===== config.mk =====
export PLATFORM = sky130hd
export DESIGN_NAME = pll_ctrl
export DESIGN_NICKNAME = d
export VERILOG_FILES = /design/src/drp_pkg.sv /design/src/pll_cfg_pkg.sv /design/src/clk_div_chain.sv /design/src/drp_arbiter.sv /design/src/drp_seq.sv /design/src/lock_mon.sv /design/src/pll_ctrl.sv /design/src/pll_model.sv /design/src/setting_select.sv
export SDC_FILE = /design/constraint.sdc
export NUM_CORES = 1
export LEC_CHECK = 0
export ABC_AREA = 1
export BUFFER_PORTS_ARGS = -buffer_cell sky130_fd_sc_hd__buf_2
export CORE_MARGIN = 10
export CORE_UTILIZATION = 25
export DETAILED_ROUTE_END_ITERATION = 7
export PLACE_DENSITY = 0.43
export REMOVE_ABC_BUFFERS = 1
export SETUP_SLACK_MARGIN = 0.3
export SLEW_MARGIN = 15
export SYNTH_ARGS = -nofsm -noshare
export SYNTH_HDL_FRONTEND = slang
export SYNTH_SLANG_ARGS = --single-unit
export TNS_END_PERCENT = 100

===== constraint.sdc =====
create_clock -name clkp -period 1.92 [get_ports clkp]
set_input_delay 0.192 -clock clkp [delete_from_list [all_inputs] [get_ports clkp]]
set_output_delay 0.192 -clock clkp [all_outputs]
set_load 0.02 [all_outputs]

===== src/drp_pkg.sv =====
`default_nettype none

package drp_pkg;

  // One access from a master. The den strobe is high for a single cycle.
  typedef struct packed {
    logic        den;
    logic        dwe;
    logic [4:0]  daddr;
    logic [15:0] di;
  } drp_req_t;

  typedef struct packed {
    logic        drdy;  // One-cycle pulse, drp_latency cycles after den.
    logic [15:0] dout;
  } drp_rsp_t;

  typedef enum logic [1:0] {
    own_none,
    own_seq,
    own_mon
  } drp_owner_e;

  localparam logic [4:0] reg_ctrl   = 5'd0;  // Bit 0 holds the PLL in reset.
  localparam logic [4:0] reg_div    = 5'd1;
  localparam logic [4:0] reg_mult   = 5'd2;
  localparam logic [4:0] reg_status = 5'd3;  // Read-only, bit 0 is locked.

  localparam int drp_latency = 2;

endpackage

`default_nettype wire


===== src/pll_cfg_pkg.sv =====
`default_nettype none

package pll_cfg_pkg;

  localparam int setting_w = 4;

  // Output divide is setting + div_base, so it runs from 2 to 17.
  localparam int div_base   = 2;
  localparam int mult_value = 40;

  localparam int lock_cycles   = 64;
  localparam int poll_interval = 16;
  localparam int lock_cnt_w    = $clog2(lock_cycles + 1);
  localparam int poll_cnt_w    = $clog2(poll_interval);

  localparam int div_stages = 5;  // 2**5 output ticks per div32 period.

  typedef enum logic [2:0] {
    s_idle,
    s_rst,
    s_div,
    s_mult,
    s_run
  } seq_state_e;

  // Pattern is gfedcba with segment a in bit 0.
  function automatic logic [6:0] seg7(input logic [3:0] digit);
    logic [6:0] pat;
    case (digit)
      4'd0:    pat = 7'b0111111;
      4'd1:    pat = 7'b0000110;
      4'd2:    pat = 7'b1011011;
      4'd3:    pat = 7'b1001111;
      4'd4:    pat = 7'b1100110;
      4'd5:    pat = 7'b1101101;
      4'd6:    pat = 7'b1111101;
      4'd7:    pat = 7'b0000111;
      4'd8:    pat = 7'b1111111;
      4'd9:    pat = 7'b1101111;
      default: pat = 7'b0000000;
    endcase
    return pat;
  endfunction

endpackage

`default_nettype wire


===== src/clk_div_chain.sv =====
`timescale 1ns/1ps
`default_nettype none

module clk_div_chain (
  input  logic       clkp,
  input  logic       rstxp,
  input  logic       locked,
  input  logic [4:0] out_div,
  output logic       div32
);
  import pll_cfg_pkg::*;

  logic [4:0]            cnt;
  logic                  tick;  // One output clock of the modelled PLL.
  logic [div_stages-1:0] stg;
  logic [div_stages-1:0] stg_q;

  assign tick = (cnt == out_div - 5'd1);

  always_ff @(posedge clkp or negedge rstxp) begin
    if (!rstxp) begin
      cnt   <= '0;
      stg   <= '0;
      stg_q <= '0;
    end else if (!locked) begin
      cnt   <= '0;  // Losing lock restarts the whole chain.
      stg   <= '0;
      stg_q <= '0;
    end else begin
      cnt   <= tick ? 5'd0 : cnt + 5'd1;
      stg_q <= stg;
      if (tick) stg[0] <= ~stg[0];
      for (int i = 1; i < div_stages; i++) begin
        if (stg[i-1] & ~stg_q[i-1]) stg[i] <= ~stg[i];
      end
    end
  end

  assign div32 = stg[div_stages-1];

endmodule

`default_nettype wire


===== src/drp_arbiter.sv =====
`timescale 1ns/1ps
`default_nettype none

module drp_arbiter (
  input  logic              clkp,
  input  logic              rstxp,
  input  drp_pkg::drp_req_t seq_req,
  output drp_pkg::drp_rsp_t seq_rsp,
  input  drp_pkg::drp_req_t mon_req,
  output drp_pkg::drp_rsp_t mon_rsp,
  output drp_pkg::drp_req_t pll_req,
  input  drp_pkg::drp_rsp_t pll_rsp
);
  import drp_pkg::*;

  drp_owner_e owner;
  drp_req_t   seq_hold;
  drp_req_t   mon_hold;
  drp_req_t   seq_cur;
  drp_req_t   mon_cur;
  logic       seq_hold_v;
  logic       mon_hold_v;
  logic       seq_want;
  logic       mon_want;
  logic       grant_seq;
  logic       grant_mon;

  assign seq_want = seq_req.den | seq_hold_v;
  assign mon_want = mon_req.den | mon_hold_v;
  assign seq_cur  = seq_hold_v ? seq_hold : seq_req;
  assign mon_cur  = mon_hold_v ? mon_hold : mon_req;

  // The sequencer wins when both ask in the same cycle.
  assign grant_seq = (owner == own_none) & seq_want;
  assign grant_mon = (owner == own_none) & ~seq_want & mon_want;

  always_comb begin
    pll_req     = grant_mon ? mon_cur : seq_cur;
    pll_req.den = grant_seq | grant_mon;
  end

  assign seq_rsp = '{drdy: pll_rsp.drdy & (owner == own_seq), dout: pll_rsp.dout};
  assign mon_rsp = '{drdy: pll_rsp.drdy & (owner == own_mon), dout: pll_rsp.dout};

  always_ff @(posedge clkp or negedge rstxp) begin
    if (!rstxp) begin
      owner      <= own_none;
      seq_hold_v <= 1'b0;
      mon_hold_v <= 1'b0;
    end else begin
      if (pll_rsp.drdy)   owner <= own_none;
      else if (grant_seq) owner <= own_seq;
      else if (grant_mon) owner <= own_mon;
      seq_hold_v <= seq_want & ~grant_seq;
      mon_hold_v <= mon_want & ~grant_mon;
    end
  end

  always_ff @(posedge clkp) begin
    if (seq_req.den) seq_hold <= seq_req;
    if (mon_req.den) mon_hold <= mon_req;
  end

endmodule

`default_nettype wire


===== src/drp_seq.sv =====
`timescale 1ns/1ps
`default_nettype none

module drp_seq (
  input  logic                             clkp,
  input  logic                             rstxp,
  input  logic [pll_cfg_pkg::setting_w-1:0] setting,
  input  logic                             change,
  output drp_pkg::drp_req_t                req,
  input  drp_pkg::drp_rsp_t                rsp
);
  import drp_pkg::*;
  import pll_cfg_pkg::*;

  seq_state_e state;
  logic       pending;
  logic       issued;
  logic       start;

  assign start = pending | change;

  // Each write state strobes den once on entry and then waits for drdy.
  always_comb begin
    req.den = (state != s_idle) && !issued;
    req.dwe = 1'b1;
    case (state)
      s_rst: begin
        req.daddr = reg_ctrl;
        req.di    = 16'd1;
      end
      s_div: begin
        req.daddr = reg_div;
        req.di    = 16'(setting) + 16'(div_base);
      end
      s_mult: begin
        req.daddr = reg_mult;
        req.di    = 16'(mult_value);
      end
      default: begin
        req.daddr = reg_ctrl;  // Release of the PLL reset in s_run.
        req.di    = 16'd0;
      end
    endcase
  end

  always_ff @(posedge clkp or negedge rstxp) begin
    if (!rstxp) begin
      state   <= s_idle;
      pending <= 1'b1;  // First sequence runs with setting 0.
      issued  <= 1'b0;
    end else begin
      if (req.den) issued <= 1'b1;
      if (change)  pending <= 1'b1;
      case (state)
        s_idle: begin
          if (start) begin
            state   <= s_rst;
            pending <= 1'b0;
          end
        end
        s_rst:  if (rsp.drdy) state <= s_div;
        s_div:  if (rsp.drdy) state <= s_mult;
        s_mult: if (rsp.drdy) state <= s_run;
        s_run: begin
          if (rsp.drdy) begin
            pending <= 1'b0;
            state   <= start ? s_rst : s_idle;  // Rerun with the latest setting.
          end
        end
        default: state <= s_idle;
      endcase
      if (rsp.drdy) issued <= 1'b0;
    end
  end

endmodule

`default_nettype wire


===== src/lock_mon.sv =====
`timescale 1ns/1ps
`default_nettype none

module lock_mon (
  input  logic              clkp,
  input  logic              rstxp,
  output drp_pkg::drp_req_t req,
  input  drp_pkg::drp_rsp_t rsp,
  output logic              pll_lock
);
  import drp_pkg::*;
  import pll_cfg_pkg::*;

  logic [poll_cnt_w-1:0] cnt;
  logic                  waiting;
  logic                  poll;

  assign poll = (cnt == poll_cnt_w'(poll_interval - 1)) && !waiting;

  assign req = '{den: poll, dwe: 1'b0, daddr: reg_status, di: 16'd0};

  always_ff @(posedge clkp or negedge rstxp) begin
    if (!rstxp) begin
      cnt      <= '0;
      waiting  <= 1'b0;
      pll_lock <= 1'b0;
    end else begin
      if (poll) begin
        cnt     <= '0;
        waiting <= 1'b1;
      end else if (!waiting) begin
        cnt <= cnt + 1'b1;  // The interval restarts only after each reply.
      end
      if (rsp.drdy) begin
        waiting  <= 1'b0;
        pll_lock <= rsp.dout[0];
      end
    end
  end

endmodule

`default_nettype wire


===== src/pll_ctrl.sv =====
`timescale 1ns/1ps
`default_nettype none

module pll_ctrl (
  input  logic       clkp,
  input  logic       rstxp,
  input  logic       btn_up,
  input  logic       btn_dn,
  output logic [6:0] digit0,
  output logic [6:0] digit1,
  output logic       pll_lock,
  output logic       div32
);
  import drp_pkg::*;
  import pll_cfg_pkg::*;

  logic [setting_w-1:0] setting;
  logic                 change;
  logic                 locked;
  logic [4:0]           out_div;
  drp_req_t             seq_req;
  drp_req_t             mon_req;
  drp_req_t             pll_req;
  drp_rsp_t             seq_rsp;
  drp_rsp_t             mon_rsp;
  drp_rsp_t             pll_rsp;

  setting_select setting_select_i (
    .clkp, .rstxp, .btn_up, .btn_dn, .setting, .change, .digit0, .digit1
  );

  drp_seq drp_seq_i (
    .clkp, .rstxp, .setting, .change, .req(seq_req), .rsp(seq_rsp)
  );

  lock_mon lock_mon_i (.clkp, .rstxp, .req(mon_req), .rsp(mon_rsp), .pll_lock);

  drp_arbiter drp_arbiter_i (
    .clkp, .rstxp, .seq_req, .seq_rsp, .mon_req, .mon_rsp, .pll_req, .pll_rsp
  );

  // Stands in for the vendor PLL, its output clock is a tick on clkp.
  pll_model pll_model_i (
    .clkp, .rstxp, .req(pll_req), .rsp(pll_rsp), .locked, .out_div
  );

  clk_div_chain clk_div_chain_i (.clkp, .rstxp, .locked, .out_div, .div32);

endmodule

`default_nettype wire


===== src/pll_model.sv =====
`timescale 1ns/1ps
`default_nettype none

module pll_model (
  input  logic              clkp,
  input  logic              rstxp,
  input  drp_pkg::drp_req_t req,
  output drp_pkg::drp_rsp_t rsp,
  output logic              locked,
  output logic [4:0]        out_div
);
  import drp_pkg::*;
  import pll_cfg_pkg::*;

  logic                   pll_rst;
  logic [15:0]            div_reg;
  logic [15:0]            mult_reg;
  logic [15:0]            rd_data;
  logic [lock_cnt_w-1:0]  lock_cnt;
  logic [drp_latency-1:0] rdy_pipe;
  logic [15:0]            data_pipe [drp_latency];

  assign locked = ~pll_rst & (lock_cnt == lock_cnt_w'(lock_cycles));

  always_comb begin
    case (req.daddr)
      reg_ctrl:   rd_data = {15'd0, pll_rst};
      reg_div:    rd_data = div_reg;
      reg_mult:   rd_data = mult_reg;
      reg_status: rd_data = {15'd0, locked};
      default:    rd_data = 16'd0;
    endcase
  end

  always_ff @(posedge clkp or negedge rstxp) begin
    if (!rstxp) begin
      pll_rst  <= 1'b1;
      div_reg  <= 16'(div_base);
      mult_reg <= 16'(mult_value);
      out_div  <= 5'(div_base);
      lock_cnt <= '0;
      rdy_pipe <= '0;
    end else begin
      if (req.den && req.dwe) begin
        case (req.daddr)
          reg_ctrl: begin
            pll_rst <= req.di[0];
            if (!req.di[0]) out_div <= div_reg[4:0];  // Divide takes effect on release.
          end
          reg_div:  div_reg  <= req.di;
          reg_mult: mult_reg <= req.di;
          default:  ;
        endcase
      end
      if (pll_rst) lock_cnt <= '0;
      else if (!locked) lock_cnt <= lock_cnt + 1'b1;
      rdy_pipe <= {rdy_pipe[drp_latency-2:0], req.den};
    end
  end

  // Read data is taken on the den cycle and travels with the ready bit.
  always_ff @(posedge clkp) begin
    data_pipe[0] <= rd_data;
    for (int i = 1; i < drp_latency; i++) data_pipe[i] <= data_pipe[i-1];
  end

  assign rsp = '{drdy: rdy_pipe[drp_latency-1], dout: data_pipe[drp_latency-1]};

endmodule

`default_nettype wire


===== src/setting_select.sv =====
`timescale 1ns/1ps
`default_nettype none

module setting_select (
  input  logic                             clkp,
  input  logic                             rstxp,
  input  logic                             btn_up,
  input  logic                             btn_dn,
  output logic [pll_cfg_pkg::setting_w-1:0] setting,
  output logic                             change,
  output logic [6:0]                       digit0,
  output logic [6:0]                       digit1
);
  import pll_cfg_pkg::*;

  logic                 btn_up_q;
  logic                 btn_dn_q;
  logic                 up_fall;
  logic                 dn_fall;
  logic                 stepped;
  logic                 tens;
  logic [setting_w-1:0] ones;

  // A release is seen when the live input is low and the last sample was high.
  assign up_fall = ~btn_up & btn_up_q;
  assign dn_fall = ~btn_dn & btn_dn_q;

  always_ff @(posedge clkp or negedge rstxp) begin
    if (!rstxp) begin
      btn_up_q <= 1'b0;
      btn_dn_q <= 1'b0;
    end else begin
      btn_up_q <= btn_up;
      btn_dn_q <= btn_dn;
    end
  end

  always_ff @(posedge clkp or negedge rstxp) begin
    if (!rstxp) begin
      setting <= '0;
      stepped <= 1'b0;
      change  <= 1'b0;
    end else begin
      if (dn_fall) begin
        setting <= setting - 1'b1;  // Wraps from 0 to 15.
      end else if (up_fall) begin
        setting <= setting + 1'b1;
      end
      stepped <= up_fall | dn_fall;
      change  <= stepped;  // Strobe lags the new setting by one cycle.
    end
  end

  assign tens = (setting > setting_w'(9));
  assign ones = tens ? setting - setting_w'(10) : setting;

  // The tens digit stays dark below ten.
  assign digit1 = tens ? seg7(4'd1) : 7'b0000000;
  assign digit0 = seg7(ones);

endmodule

`default_nettype wire

==> impl_metrics.py <==
metrics = {
    "clock_tree": {
        "max-clock-path-buffers": 2,
        "cts_made_buffers": 9,
        "tritoncts": "done",
        "h-tree-depth": 3,
        "clock-root-buffer": "clkbuf_16",
        "clk_pin_slew_ps": 60,
        "cts.sinks": 67,
        "insertion_delay_ps": 330,
    },
    "pwr": {
        "p_leak_nw": 2.17,
        "finalPower_w": 0.00782,
        "power_density_nw_per_um2": 1640,
        "peakVddDrop_uv": 1850,
    },
    "timing": {
        "timing_hold_violations_final": 0,
        "rsz0062_at_grt": "yes",
        "fmax_mhz": 482,
        "fin_crit_ps": 2080,
        "setup_slack_ps": -155,
        "skew_ps": 4.29,
        "setup_violations": 6,
        "slew_viol_final": 0,
        "fin_crit_sh_pct": 108,
    },
    "outcome": {
        "outcome": "finished, violations left",
        "violations": "setup timing",
    },
    "detailed_routing": {
        "wl_per_cell_um": 11.7,
        "routed_via_density": 4.28,
        "wl_um": 7480,
        "drt_iter0_markers": 166,
        "dr.pass1.iters": 4,
        "antenna_left": 0,
        "post-route-drc-count": 0,
        "vias": 2730,
    },
    "worst_hold_path": {
        "hold_class": "primary input to flop",
        "hold_path_depth": 4,
    },
    "setup_path": {
        "worst-path-max-fanout": 4,
        "critPathMaxStageDelay_ps": 430,
        "critPathMostFrequentCell": "inv_2",
        "critPathBufInv": 3,
        "crit_cells": 9,
        "cp-end-kind": "output pin",
        "path_cells": "nand2_2, inv_2, o21ai_4, inv_2, ha_1, nor2_1, a21oi_1, o21ai_0, buf_4",
        "cp_slowest_cell": "dfrtp_1",
        "critPathTopFamily": "flip-flops",
        "worstSetupPathType": "flop to output pin",
        "critPathRequiredTime_ps": 1730,
        "start_kind": "flop",
        "cp.arrival_ps": 1880,
        "r2r_cells": 9,
    },
    "synthesis": {
        "synthAdderAreaFrac_pct": 6.04,
        "synthXorXnorAreaFrac_pct": 2.80,
        "syn-instance-count": 396,
        "ys_seq_area_share_pct": 49.6,
        "synthSimpleGateAreaFrac_pct": 23.3,
        "synthFlopType": "dfrtp_1",
        "ys_seq_elements": 67,
        "yosys-top-cells-area": "dfrtp_1 39%, nand2_1 8.8%, edfxtp_1 6.1%",
        "synth.distinct_cells": 37,
        "ys.warnings.count": 0,
        "synth_enable_flop_cells": 7,
        "synth_compound_area_share_pct": 10.6,
        "syn_avg_cell_area_um2": 8.68,
        "synth_top_area_share_pct": 39.3,
        "netlist_area_um2": 3440,
        "synth_mux_area_share_pct": 0,
        "synth_top_family_by_area": "simple AND/OR/NAND/NOR gates",
        "synth_area_leader_cell": "dfrtp_1",
        "ys_async_sr_fraction_pct": 86.6,
    },
    "die": {
        "fp.dieH_um": 137,
        "dieArea_um2": 18800,
        "core_um2": 13300,
        "num_rows": 42,
        "die_w_um": 137,
        "ioPinCount": 20,
        "initial_core_util_pct": 25.8,
    },
    "global_route": {
        "grt_pass1_vias": 2707,
        "track_usage_pct": 8.31,
        "grt_antenna_before_repair": 0,
        "grt_remaining_overflow": 0,
        "grt_first_pass_wirelength_um": 12700,
        "grt_max_degree": 34,
    },
    "layout": {
        "area_growth_pct": 38.5,
        "num_antenna_cells": 0,
        "nets": 477,
        "finalInstanceArea_um2": 4760,
        "drive_gt1_share_pct": 34.4,
        "largestRegisters": "drp_arbiter_i.seq_hold (7), pll_model_i.lock_cnt (7)",
    },
    "placement": {
        "dpl-instance-area_um2": 3760,
        "gp_congestion": 0.785,
        "port_buffers": 14,
        "dpl.hpwl_um": 4840,
        "place_ws_ps": 48.7,
    },
    "job": {
        "drv_cap": 0,
    },
}
==> final timing paths <==
check,start,to,slack (ps)
max reg2reg,setting_select_i.setting[1],setting_select_i.setting[1],10
min in group asynchronous,rstxp,lock_mon_i.cnt[0],400
min,btn_dn,setting_select_i.setting[3],320
max in group asynchronous,rstxp,pll_model_i.pll_rst,1130
max,setting_select_i.setting[2],digit0[6],-160
min reg2reg,pll_model_i.data_pipe[0][0],pll_model_i.data_pipe[1][0],330
==> cells by family after synthesis <==
kind of cell             after synthesis
AND/OR/NAND/NOR                      177
flip-flops                            67
AO/OA/AOI/OAI                         62
buffers and inverters                 62
adder cells (fa/ha/maj)               16
XOR/XNOR                              11
other                                  1
==> layout by cell type (no fill, tap or decap), drive strengths merged <==
master	synthesis	routed
a21boi	1	1
a21o	1	1
a21oi	26	26
and3	1	1
buf	7	51
bufinv	0	1
clkbuf	1	11
clkinv	0	3
clkinvlp	0	1
conb	1	5
dfrtp	54	54
dfstp	4	4
dfxtp	2	2
dlygate4sd3	0	3
edfxtp	7	7
fa	1	1
ha	15	15
inv	54	54
nand2	85	85
nand3	37	37
nand4	5	5
nor2	37	37
nor3	6	6
nor3b	1	1
nor4	1	1
o21ai	29	29
o21bai	5	5
or2	4	4
xnor2	4	4
xor2	7	7
==> Yosys cell counts, types with 5 or more instances <==
cell	n
edfxtp_1	7
nand3_1	36
o21bai_1	5
xor2_1	7
nor2_1	33
dfrtp_1	54
a21oi_1	25
nand2_1	81
ha_1	15
o21ai_0	22
inv_1	51
nor3_1	6
buf_4	6
==> stage by stage <==
stage	TNS, ps	hold slack [ps]	utilization, %	instances
floorplan	-133	-104	-	392
global placement	0	225	28.2	592
detailed placement	0	230	28.2	592
CTS	-667	328	32.6	627
global route	-1520	327	35.7	638
finish	-554	317	35.7	638
==> cell type report <==
cell class | count | area, um2
repair buffers | 54 | 523
multi-input cells | 271 | 1800
well taps | 176 | 220
fillers | 1366 | 8590
flip-flops and latches | 67 | 1710
inverters | 54 | 208
clock inverters | 5 | 52.6
clock buffers | 11 | 243
==> worst register-to-register path, stage by stage, from the launching register on <==
cell,delay [ps]
dfrtp_2,420
inv_2,80
buf_6,110
buf_6,100
buf_6,100
buf_6,100
buf_6,110
buf_6,110
fa_2,580
a21oi_2,60
==> routing by layer <==
| metal | routed length [um] | part of all wire [%] | GRT usage, % | vias to the layer above |
|---|---|---|---|---|
| li1 | - | - | - | 1393 |
| met1 | 3550 | 47 | 10.5 | 1286 |
| met2 | 3450 | 46 | 12.6 | 40 |
| met3 | 322 | 4.3 | 2.88 | 11 |
| met4 | 151 | 2.0 | 3.51 | 0 |
| met5 | 0 | 0 | 0 | - |
==> power by group <==
group | total [W] | switching (W) | leakage (nW) | internal, W
Clock | 0.00164 | 0.000610 | 0.145 | 0.00103
Sequential | 0.00208 | 0.000302 | 0.824 | 0.00178
Combinational | 0.00410 | 0.00220 | 1.20 | 0.00190
==> what timing repair did <==
action                                  CTS  global route
hold endpoints to repair                 56             0
resized for setup                        44            86
hold buffers                              3             0
buffers inserted                         16            11
gates cloned                              0             0
pin swaps                                19            42
endpoints found under the setup margin   25            35
No activity file was read; power rests on OpenSTA's default activity.
